==> src/common/uart_pkg.sv <==
// UART shared definitions
package uart_pkg;

	////////////////////
	// Bit timing
	////////////////////

	// Clock cycles per serial bit, kept small for simulation
	localparam int CLKS_PER_BIT = 8;
	// Bit-period counter width
	localparam int BIT_CNT_W = $clog2(CLKS_PER_BIT);
	// Last count of a bit period
	localparam logic [BIT_CNT_W-1:0] BIT_LAST = BIT_CNT_W'(CLKS_PER_BIT - 1);
	// Count at which the start bit is checked, about half a bit in
	localparam logic [BIT_CNT_W-1:0] BIT_MID = BIT_CNT_W'((CLKS_PER_BIT - 1) / 2);

	////////////////////
	// Frame format
	////////////////////

	// Data bits per frame, sent LSB first
	localparam int DATA_BITS = 8;
	// Data bit index width
	localparam int BIT_IDX_W = $clog2(DATA_BITS);

	////////////////////
	// Receive buffer
	////////////////////

	localparam int FIFO_DEPTH = 4;
	localparam int FIFO_AW = $clog2(FIFO_DEPTH);

	// One received character with its framing status
	typedef struct packed {
		logic [DATA_BITS-1:0] data;
		logic frame_err;
	} rx_char_t;

endpackage

==> src/uart/uart_rx.sv <==
// UART serial receiver
module uart_rx import uart_pkg::*; (
	input  logic     i_clk,
	input  logic     i_rst_n,
	input  logic     i_serial,
	output logic     o_wr,
	output rx_char_t o_char
);

	typedef enum logic [2:0] {
		S_IDLE,
		S_START,
		S_DATA,
		S_STOP,
		S_WRITE
	} rx_state_t;

	rx_state_t state;
	// Two-flop synchronizer on the serial line
	logic sync_meta;
	logic rx_s;
	logic [BIT_CNT_W-1:0] clk_cnt;
	logic [BIT_IDX_W-1:0] bit_idx;
	// Set on the last cycle of a bit period
	logic bit_end;
	rx_char_t char_q;

	////////////////////
	// Synchronizer
	////////////////////

	// Idle level is high, so reset to 1 to avoid a false start
	always_ff @(posedge i_clk or negedge i_rst_n) begin
		if (!i_rst_n) begin
			sync_meta <= 1'b1;
			rx_s      <= 1'b1;
		end else begin
			sync_meta <= i_serial;
			rx_s      <= sync_meta;
		end
	end

	assign bit_end = (clk_cnt == BIT_LAST);

	////////////////////
	// Frame FSM
	////////////////////

	always_ff @(posedge i_clk or negedge i_rst_n) begin
		if (!i_rst_n) begin
			state   <= S_IDLE;
			clk_cnt <= '0;
			bit_idx <= '0;
		end else begin
			case (state)
				S_IDLE: begin
					clk_cnt <= '0;
					bit_idx <= '0;
					// Falling edge seen on the synced line
					if (!rx_s)
						state <= S_START;
				end
				S_START: begin
					if (clk_cnt == BIT_MID) begin
						// From here every sample lands mid-bit
						clk_cnt <= '0;
						// Still low, so a real start bit. Otherwise a glitch
						state   <= rx_s ? S_IDLE : S_DATA;
					end else begin
						clk_cnt <= clk_cnt + 1'b1;
					end
				end
				S_DATA: begin
					if (bit_end) begin
						clk_cnt <= '0;
						if (bit_idx == BIT_IDX_W'(DATA_BITS - 1))
							state <= S_STOP;
						else
							bit_idx <= bit_idx + 1'b1;
					end else begin
						clk_cnt <= clk_cnt + 1'b1;
					end
				end
				S_STOP: begin
					if (bit_end) begin
						clk_cnt <= '0;
						state   <= S_WRITE;
					end else begin
						clk_cnt <= clk_cnt + 1'b1;
					end
				end
				// One cycle to hand the character to the buffer
				S_WRITE: state <= S_IDLE;
				default: state <= S_IDLE;
			endcase
		end
	end

	////////////////////
	// Character capture
	////////////////////

	always_ff @(posedge i_clk) begin
		// LSB arrives first, shift right
		if (state == S_DATA && bit_end)
			char_q.data <= {rx_s, char_q.data[DATA_BITS-1:1]};
		// Low stop bit flags a framing error
		if (state == S_STOP && bit_end)
			char_q.frame_err <= ~rx_s;
	end

	assign o_wr   = (state == S_WRITE);
	assign o_char = char_q;

endmodule

==> src/uart/uart_tx.sv <==
// UART serial transmitter
module uart_tx import uart_pkg::*; (
	input  logic                 i_clk,
	input  logic                 i_rst_n,
	input  logic                 i_valid,
	input  logic [DATA_BITS-1:0] i_data,
	output logic                 o_ready,
	output logic                 o_serial
);

	typedef enum logic [2:0] {
		S_IDLE,
		S_START,
		S_DATA,
		S_STOP,
		S_DONE
	} tx_state_t;

	tx_state_t state;
	logic [BIT_CNT_W-1:0] clk_cnt;
	logic [BIT_IDX_W-1:0] bit_idx;
	logic [DATA_BITS-1:0] tx_byte;
	logic accept;
	logic bit_end;

	// Only take a byte while idle
	assign o_ready = (state == S_IDLE);
	assign accept  = i_valid & o_ready;
	assign bit_end = (clk_cnt == BIT_LAST);

	// Byte held for the whole frame
	always_ff @(posedge i_clk) begin
		if (accept)
			tx_byte <= i_data;
	end

	////////////////////
	// Frame sequencer
	////////////////////

	always_ff @(posedge i_clk or negedge i_rst_n) begin
		if (!i_rst_n) begin
			state    <= S_IDLE;
			clk_cnt  <= '0;
			bit_idx  <= '0;
			o_serial <= 1'b1;
		end else begin
			case (state)
				S_IDLE: begin
					clk_cnt  <= '0;
					bit_idx  <= '0;
					o_serial <= 1'b1;
					// Start bit goes out right after the accept
					if (accept) begin
						state    <= S_START;
						o_serial <= 1'b0;
					end
				end
				S_START: begin
					if (bit_end) begin
						clk_cnt  <= '0;
						state    <= S_DATA;
						// First data bit of a frame
						o_serial <= tx_byte[0];
					end else begin
						clk_cnt <= clk_cnt + 1'b1;
					end
				end
				S_DATA: begin
					if (bit_end) begin
						clk_cnt <= '0;
						if (bit_idx == BIT_IDX_W'(DATA_BITS - 1)) begin
							state    <= S_STOP;
							o_serial <= 1'b1;
						end else begin
							bit_idx  <= bit_idx + 1'b1;
							o_serial <= tx_byte[bit_idx + 1'b1];
						end
					end else begin
						clk_cnt <= clk_cnt + 1'b1;
					end
				end
				S_STOP: begin
					if (bit_end) begin
						clk_cnt <= '0;
						state   <= S_DONE;
					end else begin
						clk_cnt <= clk_cnt + 1'b1;
					end
				end
				// Line stays high, ready comes back next cycle
				S_DONE: state <= S_IDLE;
				default: state <= S_IDLE;
			endcase
		end
	end

endmodule

==> src/hdl/rx_fifo.sv <==
// Receive character buffer
module rx_fifo import uart_pkg::*; (
	input  logic     i_clk,
	input  logic     i_rst_n,
	input  logic     i_wr,
	input  rx_char_t i_char,
	output logic     o_valid,
	output rx_char_t o_char,
	input  logic     i_ready,
	output logic     o_overrun
);

	rx_char_t mem [FIFO_DEPTH];
	logic [FIFO_AW-1:0] wr_ptr;
	logic [FIFO_AW-1:0] rd_ptr;
	// One extra bit so full and empty differ
	logic [FIFO_AW:0] count;
	logic full;
	logic push;
	logic pop;

	assign full = (count == (FIFO_AW+1)'(FIFO_DEPTH));
	assign pop  = o_valid & i_ready;
	// A pop frees the slot the write needs
	assign push = i_wr & (~full | pop);

	////////////////////
	// Storage
	////////////////////

	always_ff @(posedge i_clk) begin
		if (push)
			mem[wr_ptr] <= i_char;
	end

	// Pointers and occupancy
	always_ff @(posedge i_clk or negedge i_rst_n) begin
		if (!i_rst_n) begin
			wr_ptr    <= '0;
			rd_ptr    <= '0;
			count     <= '0;
			o_overrun <= 1'b0;
		end else begin
			if (push)
				wr_ptr <= wr_ptr + 1'b1;
			if (pop)
				rd_ptr <= rd_ptr + 1'b1;
			case ({push, pop})
				2'b10:   count <= count + 1'b1;
				2'b01:   count <= count - 1'b1;
				default: count <= count;
			endcase
			// Dropped character, sticky until reset
			if (i_wr & ~push)
				o_overrun <= 1'b1;
		end
	end

	// Oldest entry shown at the output
	assign o_valid = (count != '0);
	assign o_char  = mem[rd_ptr];

endmodule

==> src/hdl/uart_top.sv <==
// UART subsystem top level
module uart_top import uart_pkg::*; (
	input  logic                 i_clk,
	input  logic                 i_rst_n,
	input  logic                 i_rx_serial,
	output logic                 o_tx_serial,
	output logic                 o_rx_valid,
	output rx_char_t             o_rx_char,
	input  logic                 i_rx_ready,
	input  logic                 i_tx_valid,
	input  logic [DATA_BITS-1:0] i_tx_data,
	output logic                 o_tx_ready,
	output logic                 o_rx_overrun
);

	// Receiver to buffer, no back-pressure
	logic     rx_wr;
	rx_char_t rx_char;

	uart_rx rx_i (
		.i_clk    (i_clk),
		.i_rst_n  (i_rst_n),
		.i_serial (i_rx_serial),
		.o_wr     (rx_wr),
		.o_char   (rx_char)
	);

	rx_fifo fifo_i (
		.i_clk     (i_clk),
		.i_rst_n   (i_rst_n),
		.i_wr      (rx_wr),
		.i_char    (rx_char),
		.o_valid   (o_rx_valid),
		.o_char    (o_rx_char),
		.i_ready   (i_rx_ready),
		.o_overrun (o_rx_overrun)
	);

	uart_tx tx_i (
		.i_clk    (i_clk),
		.i_rst_n  (i_rst_n),
		.i_valid  (i_tx_valid),
		.i_data   (i_tx_data),
		.o_ready  (o_tx_ready),
		.o_serial (o_tx_serial)
	);

endmodule

==> config.mk <==
export PLATFORM = sky130hd
export DESIGN_NAME = uart_top
export DESIGN_NICKNAME = d
export VERILOG_FILES = /design/src/common/uart_pkg.sv /design/src/uart/uart_rx.sv /design/src/uart/uart_tx.sv /design/src/hdl/rx_fifo.sv /design/src/hdl/uart_top.sv
export SDC_FILE = /design/constraint.sdc
export NUM_CORES = 1
export LEC_CHECK = 0
export BUFFER_PORTS_ARGS = -buffer_cell sky130_fd_sc_hd__buf_2
export CAP_MARGIN = 10
export CORE_AREA = 2 2 87 89
export CTS_BUF_LIST = sky130_fd_sc_hd__clkbuf_16
export CTS_CLUSTER_SIZE = 16
export DETAILED_ROUTE_END_ITERATION = 7
export DIE_AREA = 0 0 89 91
export PLACE_DENSITY = 0.67
export SYNTH_ARGS = -nofsm -noshare
export SYNTH_HDL_FRONTEND = slang
export SYNTH_HIERARCHICAL = 1
export SYNTH_SLANG_ARGS = --single-unit
==> constraint.sdc <==
create_clock -name i_clk -period 2.5 [get_ports i_clk]
set_clock_uncertainty 0.2 [all_clocks]
set_input_delay 0.5 -clock i_clk [delete_from_list [all_inputs] [get_ports i_clk]]
set_output_delay 0.5 -clock i_clk [all_outputs]
set_load 0.05 [all_outputs]
* Word-level counts from Yosys, hierarchy flattened
Memory sizes are Yosys's and may differ from the RTL's.
Cells that the tools add are included.
** Storage, ports and cells
- Bits in registers :: 46
- Memory bits (writable) :: 36
- Input port bits :: 13
- Output and inout bits :: 13
- Logic and storage cells :: 113
- Memories kept :: 1
** Memory list
- fifo_i.mem :: words 4, bits a word 9, read ports 1, clocked after Yosys merged registers in 0, write ports 1, line rx_fifo.sv:13 : rx_char_t mem [FIFO_DEPTH];
** Cells by class
- Add/sub/neg operators :: 8
- $lt $le $gt $ge :: 1
- Equal/unequal tests :: 27
- Mux-type cells :: 34
- Bitwise gates (word level) :: 8
- Reductions and logical operators :: 18
** Operators by type and width (count)
- two-way mux 3 bit :: 17
- one-hot mux 3 bit (2 select lines) :: 4
- one-hot mux 3 bit (4 select lines) :: 2
- equality test 3 bit (second input constant) :: 6
- inequality test 2 x 1 -> 1 bit (second input constant) :: 8
- adder 3 x 1 -> 3 bit (second input constant) :: 5
- equality test 3 x 2 -> 1 bit (second input constant) :: 5
- AND reduction 5 bit :: 2
- one-hot mux 3 bit (3 select lines) :: 1
- AND reduction 3 bit :: 3
- nonzero test 3 bit :: 3
- inequality test 2 bit (second input constant) :: 4
- nonzero test 2 bit :: 4
- two-way mux 1 bit :: 7
- equality test 3 x 1 -> 1 bit (second input constant) :: 2
- logical NOT 3 bit :: 2
- adder 2 x 1 -> 2 bit (second input constant) :: 2
- bitwise AND 1 bit :: 4
- < comparator 3 x 4 -> 1 bit (second input constant) :: 1
- binary-select mux 1 bit (select 3 bit) :: 1
- NOT 1 bit :: 3
- one-hot mux 1 bit (3 select lines) :: 1
- OR reduction 3 bit :: 1
- subtractor 3 x 1 -> 3 bit (second input constant) :: 1
- other kinds (6) :: 7

* Depth between registers and ports, before layout
- Depth after elaboration :: 6
- Gate-level depth with buffers :: 10
- Gate-level depth less buffers :: 9

* Modules after synthesis
The synthesis kept the hierarchy.
** Modules (own cells, without submodules)
- rx_fifo :: times used 1, cells an instance 86, area each 1766.7 µm², seq. area each 1281.2 µm²
- uart_rx :: times used 1, cells an instance 74, area each 895.9 µm², seq. area each 548.0 µm²
- uart_tx :: times used 1, cells an instance 62, area each 855.8 µm², seq. area each 491.7 µm²

* Worst setup path after synthesis
No wires, ideal clock.
- Kind :: register -> register
- From :: register tx_i.state[2]
- To :: register tx_i.tx_byte[0], enable pin
- Arrival time :: 2031 ps
- Data required time :: 1968 ps
- Path slack :: -63 ps
- Cell stages (with the launch flop) :: 6
- Path buffers :: 2
- Clock period less this slack :: 2563 ps
- Cell sequence :: dfrtp_1 -> buf_6 -> or2_2 -> buf_2 -> nor2_1 -> and2_1
** Between the ends
- Word-level cells in the longest chain between the ends :: 2
** Ends and longest elaborated chain
- start, declared :: line uart_tx.sv:19 : tx_state_t state;
- start signal, assigned :: line uart_tx.sv:43 : state <= S_IDLE;
- start signal, assigned :: line uart_tx.sv:55 : state <= S_START;
- start signal, assigned :: line uart_tx.sv:62 : state <= S_DATA;
- logical NOT 3 bit :: line uart_tx.sv:27 : assign o_ready = (state == S_IDLE);
- named net o_tx_ready :: line uart_top.sv:12 : output logic o_tx_ready,
- bitwise AND 1 bit :: line uart_tx.sv:28 : assign accept = i_valid & o_ready;
- named net tx_i.accept :: line uart_tx.sv:23 : logic accept;
- end signal, assigned :: line uart_tx.sv:34 : tx_byte <= i_data;
- end, declared :: line uart_tx.sv:22 : logic [DATA_BITS-1:0] tx_byte;
The timed path passes the listed nets, and every way through them passes these cells.
A chain may end at the register's enable or synchronous reset.

==> flow_summary.json <==
{
  "status": "finished, final reports clean",
  "hold_path.class": "in -> async",
  "synth_area_leaders": "edfxtp_1, dfrtp_1, mux4_2",
  "synth-seq-cells": 82,
  "synth-xor-area-share_pct": 1.74,
  "final_nets": 287,
  "power_density_nw_per_um2": 1130,
  "worstPathRequired_ns": 1.80,
  "period_minus_slack_ns": 2.43,
  "layout-drive-gt1-share_pct": 29.2,
  "place_inst": 347,
  "synthMuxAreaShare_pct": 9.60,
  "criticalPathCategory": "reg -> out",
  "synthTopCellsByCount": "edfxtp_1, dfrtp_1, ha_1",
  "yosysMostFrequentCell": "edfxtp_1",
  "grt_pass1_vias": 1851,
  "root_buffer": "clkbuf_16",
  "synth-edff-count": 53,
  "routabilityCongestion": 0.748,
  "async_reset_ff_share_pct": 35.4,
  "routed-wl-met2_mm": 2.64,
  "vias": 1885,
  "rsz0062_at_grt": "no",
  "die_h_um": 91,
  "die_area_sq_um": 8100,
  "finalSetupTns_ns": 0,
  "grt_first_pass_wirelength_mm": 8.98,
  "ant_nets": 0,
  "post-route-period-util_pct": 97.3,
  "ios": 26,
  "syn_area_sq_um": 3520,
  "synth_warnings": 6,
  "drt_first_pass_iters": 4,
  "worst_slew_pin_slew_ns": 0.685,
  "clkTransAtPathRegs_ns": 0.07,
  "ir_worst_vdd_mv": 0.738,
  "start_util_pct": 49.3,
  "grt_remaining_overflow": 0,
  "maxCapViolCount": 0,
  "coreArea_sq_um": 7140,
  "end_kind": "output pin",
  "synth_top_family_by_area": "multiplexers",
  "fin_cells": 363,
  "synth_ff_type": "edfxtp_1",
  "via_per_inst": 5.19,
  "cts_setup_buffers": 0,
  "crit_fanout": 9,
  "power.leakage_uw": 0.00160,
  "synthAdderAreaFrac_pct": 5.55,
  "reg2reg_to": "fifo_i/count[2]",
  "fmax_mhz": 411,
  "wl_mm": 5.24,
  "synth_compound_area_share_pct": 6.08,
  "grt_max_degree": 30,
  "drv_slew": 0,
  "setup_violations": 0,
  "slew_headroom_pct": 54.3,
  "met1_length_mm": 2.29,
  "wl_met3_um": 236,
  "design_area_sq_um": 4090,
  "synth_seq_area_share_pct": 66.0,
  "finalHoldViolCount": 0,
  "clockBufferDepth": 2,
  "numCtsBuffers": 9,
  "yosysTopAreaCellShare_pct": 45.2,
  "ff2ff_setup_slack_ns": 0.27,
  "highest-signal-layer": "met4",
  "cts_resized": 0,
  "synth-simple-area-share_pct": 8.46,
  "slowest_delay_ns": 0.53,
  "antenna_found_initial": 0,
  "place_hpwl_mm": 3.38,
  "r2r_start": "rx_i/state[1]",
  "cts_sinks": 82,
  "port_buffers": 25,
  "clock_latency_ns": 0.33,
  "critical-path-slowest-cell": "mux4_2",
  "netlist_instances": 222,
  "die_x_um": 89,
  "drt_iter0_markers": 105,
  "startpoint_type": "flop",
  "rows": 31,
  "avgSynthCellArea_sq_um": 15.8,
  "synth.distinct_cells": 53,
  "syn_nets": 250,
  "area_delta_synth_final_pct": 16.1,
  "post_drt_wl_per_cell_um": 14.4,
  "place_area_sq_um": 3790,
  "reg2reg_depth": 9,
  "cts_tree": "yes",
  "arrival_ns": 1.73,
  "synth_area_leader_cell": "edfxtp_1",
  "crit_chain": "buf_4 -> mux4_2 -> buf_2",
  "diodes": 0,
  "grt_use_total_pct": 15.0,
  "drcViolationCount": 0,
  "h-tree-depth": 3,
  "cts_hold_buf": 0
}
## layout make-up
type                            count  area [sq um]
Clock inverter                      7          72.6
Clock buffer                        9           225
Sequential cell                    82          2320
Fill cell                         598          3050
Multi-Input combinational cell    122          1110
Inverter                            9          33.8
Tap cell                           99           124
Timing Repair Buffer               35           200
## power by group
group / internal, uW / switching, uW / leakage (uW)
clock: 701 / 561 / 0.000143
sequential: 1650 / 247 / 0.000829
combinational: 624 / 841 / 0.000627
## worst max-delay path by stage
stage | start | endpoint | slack [ns] | cells past startpoint
after floorplan | rx_i/state[2] | fifo_i/count[2] | 0.19 | 10
after global placement | i_rx_ready | fifo_i/count[2] | 0.21 | 10
after detailed placement | i_rx_ready | fifo_i/count[2] | 0.13 | 10
after CTS | fifo_i/rd_ptr[0] | o_rx_char[0] | 0.05 | 3
after global routing | fifo_i/rd_ptr[0] | o_rx_char[2] | 0.01 | 3
final | fifo_i/rd_ptr[0] | o_rx_char[0] | 0.07 | 3
## kinds of logic (layout without fill, tap and decap cells)
kind of cell | after synthesis | after routing
AO/OA/AOI/OAI | 31 | 31
XOR/XNOR | 7 | 7
adder cells (fa/ha/maj) | 15 | 15
buffers and inverters | 18 | 60
flip-flops | 82 | 82
multiplexers | 18 | 18
AND/OR/NAND/NOR | 51 | 51
## metrics by stage
step	hold WS (ns)	setup slack (ns)	total power, uW	util (%)
CTS	0.0257	0.0488	4690	57.2
global placement	0.147	0.207	3370	53.1
global route	0.0519	0.0119	4930	57.2
floorplan	0.00441	0.186	3130	-
finish	0.00574	0.0668	4630	57.2
detailed placement	0.150	0.134	3400	53.1
## layer usage
| metal | global-route usage, % | up-vias |
|---|---|---|
| li1 | - | 912 |
| met5 | 0 | - |
| met2 | 23.8 | 35 |
| met3 | 5.18 | 7 |
| met1 | 19.0 | 931 |
| met4 | 5.72 | 0 |
## critical path: cells and delay by family (launching register included)
kind | cells | cell delay (ns)
mux | 1 | 0.53
flops | 1 | 0.40
buf+inv | 2 | 0.48
## registers in the layout, indices dropped and copies added (netlist names)
register,flops
fifo_i/o_overrun,1
fifo_i/rd_ptr,2
tx_i/state,3
fifo_i/count,3
rx_i/bit_idx,3
fifo_i/mem,36
tx_i/clk_cnt,3
rx_i/clk_cnt,3
tx_i/tx_byte,8
rx_i/rx_s,1
tx_i/bit_idx,3
fifo_i/wr_ptr,2
rx_i/sync_meta,1
tx_i/o_serial,1
rx_i/o_char,9
rx_i/state,3
## placed cells by master (no fill, tap or decap), drive strengths merged, types with 4 or more instances in the layout
cell and instances:
edfxtp 53, buf 35, dfrtp 26, ha 14, nor2 13, inv 12, mux4 11, nand2 10
o21ai 10, clkbuf 9, and2 5, a21oi 5, a22o 5, xor2 4, mux2 4
No activity file was read; power rests on OpenSTA's default activity.
